File: src/hdl/sms_pkg.sv
package sms_pkg;

  // =========================================================================
  // Bus and memory widths
  // =========================================================================

  localparam int CPU_ADDR_W  = 16;  // Z80 address bus
  localparam int DATA_W      = 8;
  localparam int PHASE_W     = 3;   // 8 cpuClock cycles per bus cycle

  localparam int CART_ADDR_W = 16;  // 64 KB cartridge
  localparam int BANK_W      = 2;   // Slot value bits that reach the cartridge
  localparam int RAM_ADDR_W  = 13;  // 8 KB work RAM
  localparam int VRAM_ADDR_W = 14;  // 16 KB VRAM

  localparam int VDP_REG_COUNT = 11;

  // =========================================================================
  // I/O port groups, address bits 7:6
  // =========================================================================

  localparam logic [1:0] PORT_GRP_MEMCTL = 2'd0;  // 00-3F
  localparam logic [1:0] PORT_GRP_PSG    = 2'd1;  // 40-7F
  localparam logic [1:0] PORT_GRP_VDP    = 2'd2;  // 80-BF, even data, odd control
  localparam logic [1:0] PORT_GRP_JOY    = 2'd3;  // C0-FF, even DC, odd DD

  // Mapper slot registers at the top of the RAM mirror
  localparam logic [CPU_ADDR_W-1:0] SLOT_ADDR_0 = 16'hFFFD;
  localparam logic [CPU_ADDR_W-1:0] SLOT_ADDR_1 = 16'hFFFE;
  localparam logic [CPU_ADDR_W-1:0] SLOT_ADDR_2 = 16'hFFFF;

  // =========================================================================
  // Cartridge time slots
  // =========================================================================

  // Phases 0-3 belong to the loader, the rest to CPU fetches
  localparam logic [PHASE_W-1:0] CPU_SLOT_START = 3'd4;

endpackage

File: src/hdl/sms_bus_decode.sv
`timescale 1ns/1ps

module sms_bus_decode (
  input  logic                           cpuClock,
  input  logic                           n_hard_reset,
  input  logic [sms_pkg::CPU_ADDR_W-1:0] i_cpu_addr,
  input  logic                           i_n_mreq,
  input  logic                           i_n_iorq,
  input  logic                           i_n_rd,
  input  logic                           i_n_wr,
  input  logic [6:0]                     i_buttons,     // Active high
  input  logic [sms_pkg::DATA_W-1:0]     i_vdp_data,
  input  logic [sms_pkg::DATA_W-1:0]     i_vdp_status,
  input  logic [sms_pkg::DATA_W-1:0]     i_ram_data,
  input  logic [sms_pkg::DATA_W-1:0]     i_cart_data,
  output logic                           o_cpu_edge,
  output logic [sms_pkg::PHASE_W-1:0]    o_phase,
  output logic                           o_io_wr,
  output logic                           o_io_rd,
  output logic                           o_mem_wr,
  output logic                           o_mem_rd,
  output logic                           o_vdp_data_sel,
  output logic                           o_vdp_ctrl_sel,
  output logic [sms_pkg::DATA_W-1:0]     o_cpu_din
);

  logic [sms_pkg::PHASE_W-1:0] r_phase;
  logic [1:0]                  port_grp;
  logic                        joy0_sel;
  logic                        joy1_sel;
  logic [sms_pkg::DATA_W-1:0]  joy0_data;
  logic [sms_pkg::DATA_W-1:0]  joy1_data;
  logic                        cart_window;

  // Phase divider
  always_ff @(posedge cpuClock) begin
    if (!n_hard_reset) begin
      r_phase <= '0;
    end else begin
      r_phase <= r_phase + 1'b1;
    end
  end

  assign o_phase    = r_phase;
  assign o_cpu_edge = &r_phase;  // Last phase, CPU samples here

  // Combined strobes, active high
  assign o_io_wr  = ~i_n_iorq & ~i_n_wr;
  assign o_io_rd  = ~i_n_iorq & ~i_n_rd;
  assign o_mem_wr = ~i_n_mreq & ~i_n_wr;
  assign o_mem_rd = ~i_n_mreq & ~i_n_rd;

  assign port_grp = i_cpu_addr[7:6];

  always_comb begin
    o_vdp_data_sel = 1'b0;
    o_vdp_ctrl_sel = 1'b0;
    joy0_sel       = 1'b0;
    joy1_sel       = 1'b0;
    case (port_grp)
      sms_pkg::PORT_GRP_VDP: begin
        o_vdp_data_sel = ~i_cpu_addr[0];
        o_vdp_ctrl_sel = i_cpu_addr[0];
      end
      sms_pkg::PORT_GRP_JOY: begin
        joy0_sel = ~i_cpu_addr[0];
        joy1_sel = i_cpu_addr[0];
      end
      sms_pkg::PORT_GRP_MEMCTL, sms_pkg::PORT_GRP_PSG: begin
        // No readable port in these groups
      end
    endcase
  end

  // Joypad bytes are active low on the bus
  assign joy0_data   = {2'b11, ~i_buttons[2:1], ~i_buttons[6:3]};
  assign joy1_data   = 8'hBF;
  assign cart_window = ~&i_cpu_addr[15:14];  // 0000-BFFF

  always_comb begin
    if (o_io_rd && o_vdp_data_sel)   o_cpu_din = i_vdp_data;
    else if (o_io_rd && o_vdp_ctrl_sel) o_cpu_din = i_vdp_status;
    else if (o_io_rd && joy0_sel)    o_cpu_din = joy0_data;
    else if (o_io_rd && joy1_sel)    o_cpu_din = joy1_data;
    else if (o_mem_rd && cart_window) o_cpu_din = i_cart_data;
    else                             o_cpu_din = i_ram_data;
  end

endmodule

File: config.mk
export PLATFORM = sky130hd
export DESIGN_NAME = sms_bus_decode
export DESIGN_NICKNAME = d
export VERILOG_FILES = /design/src/hdl/sms_pkg.sv /design/src/hdl/sms_bus_decode.sv
export SDC_FILE = /design/constraint.sdc
export NUM_CORES = 1
export LEC_CHECK = 0
export BUFFER_PORTS_ARGS = -buffer_cell sky130_fd_sc_hd__buf_2
export CAP_MARGIN = 10
export CELL_PAD_IN_SITES_DETAIL_PLACEMENT = 0
export CELL_PAD_IN_SITES_GLOBAL_PLACEMENT = 1
export CORE_ASPECT_RATIO = 1.1
export CORE_MARGIN = 1.5
export CORE_UTILIZATION = 18
export CTS_CLUSTER_SIZE = 20
export DETAILED_ROUTE_END_ITERATION = 8
export PLACE_DENSITY_LB_ADDON = 0.25
export REMOVE_ABC_BUFFERS = 1
export SYNTH_ARGS = -nofsm -noshare
export SYNTH_HDL_FRONTEND = slang
export SYNTH_SLANG_ARGS = --single-unit
File: constraint.sdc
create_clock -name cpuClock -period 1.92 [get_ports cpuClock]
set_input_delay 0.384 -clock cpuClock [delete_from_list [all_inputs] [get_ports cpuClock]]
set_output_delay 0.384 -clock cpuClock [all_outputs]
set_load 0.02 [all_outputs]
Yosys cells after proc, flatten, opt, wreduce, memory -nomap -nowiden
Index checks and enable logic that the tools add are counted.
{ "op_classes": {"n_addsub": 1, "n_eq_ne": 2, "mux": 9, "bitwise": 11, "reduce_logical": 8} }
{ "ops": {"columns": ["cell", "n"], "rows": [
  ["$mux W8", 5],
  ["$logic_and A1 B1 Y1", 5],
  ["$not A1 Y1", 5],
  ["$and A1 B1 Y1", 4],
  ["$eq A2 B2 Y1 const B", 2],
  ["$mux W1", 4],
  ["$not A4 Y4", 1],
  ["$add A3 B1 Y3 const B", 1],
  ["$reduce_and A3 Y1", 1],
  ["$not A2 Y2", 1],
  ["$reduce_and A2 Y1", 1],
  ["$logic_not A1 Y1", 1]
]} }
{ "word_totals": {"ff_bits": 3, "input_bits": 61, "output_inout_bits": 18, "elab_cells": 32} }

Logic depth before layout (Yosys ltp)
Gate-level depths: netlist of run 1.
{ "depth": {"depth_word": 8, "ltp_mapped": 5, "mapped_depth_nobuf": 3} }

Worst setup path before layout of run 1
OpenSTA, ideal clock, no wires.
{ "synth_timing": {"path_type": "input-to-output", "from": "input i_n_rd", "to": "output o_cpu_din[7] in the netlist's numbering", "arrival_ns": 1.673, "required_ns": 1.536, "path_slack_ns": -0.137, "stages": 4, "n_path_buf": 1, "path_cell_list": "buf_6 -> a211oi_4 -> mux2_2 -> a211o_1"} }
{ "synth_between": {"elab_chain_cells": 8, "word_cells_on_any_way": 13, "cone_classes": "mux: 5; bitwise: 3; reduce/logical: 5"} }
{ "synth_lines": {"columns": ["element", "line_no", "rtl"], "rows": [
  ["from (decl)", "sms_bus_decode.sv:9", "input logic i_n_rd,"],
  ["$not A1 Y1 (*)", "sms_bus_decode.sv:49, sms_bus_decode.sv:51", null],
  ["$and A1 B1 Y1", "sms_bus_decode.sv:51", "assign o_mem_rd = ~i_n_mreq & ~i_n_rd;"],
  ["$logic_and A1 B1 Y1", "sms_bus_decode.sv:85", "else if (o_mem_rd && cart_window) o_cpu_din = i_cart_data;"],
  ["$mux W8", "sms_bus_decode.sv:85", null],
  ["$mux W8", "sms_bus_decode.sv:84", "else if (o_io_rd && joy1_sel) o_cpu_din = joy1_data;"],
  ["$mux W8", "sms_bus_decode.sv:83", "else if (o_io_rd && joy0_sel) o_cpu_din = joy0_data;"],
  ["$mux W8", "sms_bus_decode.sv:82", "else if (o_io_rd && o_vdp_ctrl_sel) o_cpu_din = i_vdp_status;"],
  ["$mux W8 (*)", "sms_bus_decode.sv:81", "if (o_io_rd && o_vdp_data_sel) o_cpu_din = i_vdp_data;"],
  ["to (decl)", "sms_bus_decode.sv:24", "output logic [sms_pkg::DATA_W-1:0] o_cpu_din"]
]} }
Mark *: on every way between the ends. The rest lies on a longest branch, timed or not.

Worst setup path after layout of run 1
{ "layout_timing": {"from": "input i_cpu_addr[15] in the netlist's numbering", "to": "output o_cpu_din[7] in the netlist's numbering"} }
{ "layout_between": {"elab_chain_cells": 8} }
{ "layout_lines": {"columns": ["element", "line_no", "rtl"], "rows": [
  ["from (decl)", "sms_bus_decode.sv:6", "input logic [sms_pkg::CPU_ADDR_W-1:0] i_cpu_addr,"],
  ["$reduce_and A2 Y1", "sms_bus_decode.sv:78", "assign cart_window = ~&i_cpu_addr[15:14];"],
  ["$logic_not A1 Y1", "sms_bus_decode.sv:78", null],
  ["$logic_and A1 B1 Y1", "sms_bus_decode.sv:85", null],
  ["$mux W8", "sms_bus_decode.sv:85", null],
  ["$mux W8", "sms_bus_decode.sv:84", null],
  ["$mux W8", "sms_bus_decode.sv:83", null],
  ["$mux W8", "sms_bus_decode.sv:82", null],
  ["$mux W8", "sms_bus_decode.sv:81", null]
]} }
No other way between the ends.

==> results_dict.tcl, run 1 <==
set metrics [dict create \
    status "complete, but fails checks" \
    violations "negative setup slack" \
    grt_max_degree 18 \
    power_frac_seq 0.162 \
    finalWirelength_um 2530 \
    rsz0062_at_grt "true" \
    p_int_w 0.000278 \
    ys_top_cells_by_count "12 x nand2_1, 10 x a22oi_1, 6 x mux2i_1" \
    clockBufferDepth 2 \
    synth.area.top_cells "a22oi_1 12%, dfxtp_1 9.4%, mux2i_1 9.4%, a32o_1 7.9%, nand2_1 7.1%" \
    numCtsBuffers 3 \
    rows 22 \
    ant_nets 0 \
    hold_violations 0 \
    grt_util_all_layers 0.123 \
    synth_cells 80 \
    p_leak_nw 0.625 \
    p_per_area_nw_per_um2 360 \
    root_buffer "clkbuf_4" \
    post-route-period-util 1.03 \
    dp_hpwl_um 2030 \
    finalCriticalPeriod_ps 1980 \
    routabilityCongestion 0.755 \
    synthFlopType "dfxtp_1" \
    area_growth_pct 91.3 \
    fin_skew_ps 1.36 \
    crit_path_start_kind "primary input" \
    yosysSeqAreaShare 0.0945 \
    crit_path_end_kind "output pin" \
    netlist_area_um2 636 \
    tightest_slew_ps 388 \
    yosysTopAreaCell "a22oi_1" \
    max_freq_ghz 0.504 \
    via_per_inst 4.46 \
    path_max_fanout 2 \
    async_flop_share 0 \
    ir_worst_vdd_uv 265 \
    dieArea_um2 3900 \
    wl_per_cell_um 12.3 \
    io_buffers 66 \
    combPwrFrac 0.584 \
    largest_register_ffs 3 \
    worstSkewPairLatency_ps 230 \
    grt_overflow_total 0 \
    hold_path_class "primary input to register" \
    die_w_um 59.7 \
    drcViolationCount 0 \
    postSynthAreaPerCell_um2 7.95 \
    dp_cells 200 \
    via_count 914 \
    finalSetupTns_ps -73.0 \
    clkTransAtPathRegs_ps 40 \
    finalNonFillerCells 205 \
    start_util 0.189 \
    htreeDepth 1 \
    yosysWarningCount 0 \
    drtIter0Drc 26 \
    clockPowerShare 0.254 \
    synth.distinct_cells 30 \
    grt_pass1_wl_um 3720 \
    arrival_ps 1600 \
    p_switching_w 0.000160 \
    cap_violations 0 \
    firstDrtPassIters 4 \
    setup_ws_ps -64.7 \
    worst-endpoint-required_ps 1540 \
    setup_viol_count_final 2 \
    die_h_um 65.3 \
    synth-seq-cells 3 \
    switching_share 0.365 \
    grt_pass1_vias 851 \
    diodes 0 \
    antenna_found_initial 0 \
    synthMostInstantiatedCell "nand2_1" \
    io_pins 79 \
    core_area_um2 3360 \
    slew_viol_final 0 \
    hold_buffers 0 \
    cts_num_sinks 3 \
    drive_above_1_share 0.605 \
    final_nets 221 \
    cts_tree "built" \
    synth-edff-count 0 \
    crit_type "primary input to output pin" \
    relSlewSlack 0.740 \
    synthDominantCellAreaShare 0.118 \
]
[cell type report]
class / instances / area, µm²
clock buffers: 4 / 26.3
fillers: 395 / 2140
multi-input cells: 71 / 584
flip-flops and latches: 3 / 60.1
well taps: 48 / 60.1
repair buffers: 79 / 485
[power by group through the flow]
stage	Sequential [W]	Clock (W)	Combinational [W]
after floorplan	0.0000781	0	0.000100
final	0.0000708	0.000111	0.000256
after CTS	0.0000710	0.000118	0.000251
after detailed placement	0.0000720	0	0.000228
after global placement	0.0000714	0	0.000224
after global routing	0.0000716	0.000125	0.000277
[final timing paths]
check                                    start      endpoint  slack [ps]  cells after the start
worst max-delay path            i_cpu_addr[15]  o_cpu_din[7]         -60                      6
worst min-delay path              n_hard_reset    o_phase[1]         370                      2
worst max register to register      o_phase[0]    o_phase[2]         910                      3
worst min register to register      o_phase[0]    o_phase[0]         450                      1
[metrics by stage]
stage	hold slack, ps	power (W)	util	setup WS [ps]	cell area, µm²
after floorplan	506	0.000178	-	-30.7	604
after global placement	433	0.000296	0.323	-111	1080
after detailed placement	447	0.000300	0.323	-138	1080
after CTS	368	0.000440	0.356	-70.3	1190
after global routing	369	0.000474	0.362	-100	1220
final	374	0.000438	0.362	-64.7	1220
[critical path, cell delays in order]
cell	delay, ps
buf_6	90
a211oi_4	260
buf_4	160
mux2_4	290
a211o_1	270
buf_6	140
[metal layers]
metal,vias up,GRT usage,part of all wire
met5,-,0,0
met4,0,0.0333,0.0055
met3,2,0.0177,0.091
met2,42,0.217,0.50
met1,406,0.153,0.41
li1,464,-,-
[timing repair]
| action | 4_1_cts | 5_1_grt |
|---|---|---|
| pin swaps | 4 | 2 |
| endpoints found under the setup margin | 4 | 7 |
| buffers inserted | 2 | 0 |
| resized for setup | 14 | 8 |
[cell usage in the layout, fill, tap and decap left out, types with 2 or more instances in the layout]
| cell type | count |
|---|---|
| nand2b_1 | 3 |
| buf_4 | 14 |
| and2_1 | 5 |
| ha_1 | 2 |
| mux2_4 | 2 |
| buf_2 | 57 |
| and3b_1 | 5 |
| nor2b_1 | 2 |
| dfxtp_1 | 3 |
| nor2_1 | 5 |
| a22oi_1 | 9 |
| nand2_1 | 12 |
| clkbuf_4 | 4 |
| a32o_1 | 4 |
| mux2i_1 | 5 |
| buf_6 | 6 |
[cell families after synthesis]
| kind of cell | count (synthesis) | synth area share |
|---|---|---|
| AND/OR/NAND/NOR | 40 | 0.380 |
| buffers and inverters | 6 | 0.0492 |
| flip-flops | 3 | 0.0945 |
| AO/OA/AOI/OAI | 20 | 0.289 |
| multiplexers | 9 | 0.148 |
| adder cells (fa/ha/maj) | 2 | 0.0394 |
Note: power is estimated with default switching activity, not from simulation.
==> run 2: changes to the inputs <==
--- a/config.mk
+++ b/config.mk
@@ -14,6 +14,7 @@
 export CORE_UTILIZATION = 18
 export CTS_CLUSTER_SIZE = 20
 export DETAILED_ROUTE_END_ITERATION = 8
+export MAX_ROUTING_LAYER = met4
 export PLACE_DENSITY_LB_ADDON = 0.25
 export REMOVE_ABC_BUFFERS = 1
 export SYNTH_ARGS = -nofsm -noshare
==> results_dict.tcl, run 2 (synthesis results as in run 1) <==
set metrics [dict create \
    mostFrequentLayoutCell "buf_2" \
    path_max_fanout 2 \
    io_pins 79 \
    tightest_slew_ps 388 \
    violations "negative setup slack" \
    cts_tree "built" \
    busiest_layer "met2" \
    cts_num_sinks 3 \
    grt_use_met2 0.217 \
    worst-path-stages 6 \
    pre_cts_ws_ps -138 \
    worst-path-buf-inv 3 \
    cp_slowest_stage_delay_ps 290 \
    firstDrtPassIters 4 \
    post-route-period-util 1.03 \
    area_growth_pct 91.3 \
    dp_hpwl_um 2030 \
    finalWirelength_um 2530 \
    critical_path.top_delay_family "compound AO/OA/AOI/OAI gates" \
    worst-endpoint-required_ps 1540 \
    root_buffer "clkbuf_4" \
    hold_violations 0 \
    fin_skew_ps 1.36 \
    nFillCells 395 \
    numCtsBuffers 3 \
    htreeDepth 1 \
    grt_util_all_layers 0.127 \
    hold_path_class "primary input to register" \
    grt_max_degree 18 \
    ir_worst_vdd_uv 265 \
    p_leak_nw 0.625 \
    slew_viol_final 0 \
    ant_nets 0 \
    diodes 0 \
    crit_path_end_kind "output pin" \
    multi_input_area_um2 584 \
    clkTransAtPathRegs_ps 40 \
    critPathLaunch "i_cpu_addr[15]" \
    rsz0062_at_grt "true" \
    die_w_um 59.7 \
    via_count 914 \
    ff2ff_setup_slack_ps 910 \
    grt_pass1_wl_um 3720 \
    die_h_um 65.3 \
    r2r-end "o_phase[2]" \
    status "complete, but fails checks" \
    core_area_um2 3360 \
    cp_common_cell "buf_6" \
    regArea_um2 60.1 \
    grt_pass1_vias 852 \
    grt_overflow_total 0 \
    r2r_start "o_phase[0]" \
    relSlewSlack 0.740 \
    cpMaxStageDelayCell "mux2_4" \
    crit_type "primary input to output pin" \
    rr_worst_depth 3 \
    p_per_area_nw_per_um2 360 \
    antenna_found_initial 0 \
    setup_viol_count_final 2 \
    start_util 0.189 \
    crit_path_start_kind "primary input" \
    dieArea_um2 3900 \
    largest_register_ffs 3 \
    clockBufferDepth 2 \
    setup_ws_ps -64.7 \
    finalCriticalPeriod_ps 1980 \
    crit_end "o_cpu_din[7]" \
    wl_per_cell_um 12.3 \
    via_per_inst 4.46 \
    routabilityCongestion 0.765 \
    gr-usage-met1 0.155 \
    power.total_w 0.000438 \
    arrival_ps 1600 \
    fin_hold_ws_ps 374 \
    worstSkewPairLatency_ps 230 \
    drive_above_1_share 0.605 \
    drcViolationCount 0 \
    rows 22 \
    final_nets 221 \
    path_cells "buf_6 > a211oi_4 > buf_4 > mux2_4 > a211o_1 > buf_6" \
    grtUsageMet3 0.0138 \
    mostFrequentLayoutCells "57 x buf_2, 14 x buf_4, 12 x nand2_1" \
    max_freq_ghz 0.504 \
    drtIter0Drc 26 \
    cap_violations 0 \
    io_buffers 66 \
]
run 2: cell counts in the layout (fill, tap and decap cells not counted):
Identical to the previous run, type by type.
run 2: worst min-delay path by stage:
| stage | start | end | cells past startpoint |
|---|---|---|---|
| 6_report | n_hard_reset | o_phase[1] | 2 |
| 5_1_grt | n_hard_reset | o_phase[1] | 2 |
| 4_1_cts | n_hard_reset | o_phase[1] | 2 |
| 3_5_place_dp | o_phase[0] | o_phase[0] | 1 |
| 3_3_place_gp | o_phase[0] | o_phase[0] | 1 |
| 2_1_floorplan | n_hard_reset | o_phase[1] | 1 |
run 2: layout make-up:
type / count / area share
clock buffers: 4 / 0.0216
repair buffers: 79 / 0.399
multi-input cells: 71 / 0.480
well taps: 48 / 0.0494
flip-flops and latches: 3 / 0.0494
run 2: metrics by stage:
step                std cells   util  setup TNS (ps)  cell area (µm²)
finish                    205  0.362           -73.0             1220
CTS                       206  0.356           -88.7             1190
global route              205  0.362            -324             1220
floorplan                  74      -           -54.3              604
detailed placement        200  0.323            -356             1080
global placement          200  0.323            -264             1080
run 2: what timing repair did:
action,4_1_cts,5_1_grt
hold endpoints to repair,0,0
setup buffers,2,0
endpoints found under the setup margin,4,7
pin swaps,4,2
gates resized for setup,14,8
hold buffers,0,0
run 2: routing by layer:
metal / up-vias / share of wire
met3: 2 / 0.085
met4: 0 / 0.0055
met1: 406 / 0.41
met5: - / 0
li1: 464 / -
met2: 42 / 0.50
run 2: where the power goes:
part | internal [W] | switching (W)
Clock | 0.0000779 | 0.0000334
Sequential | 0.0000679 | 0.00000290
Combinational | 0.000132 | 0.000124
Total | 0.000278 | 0.000160
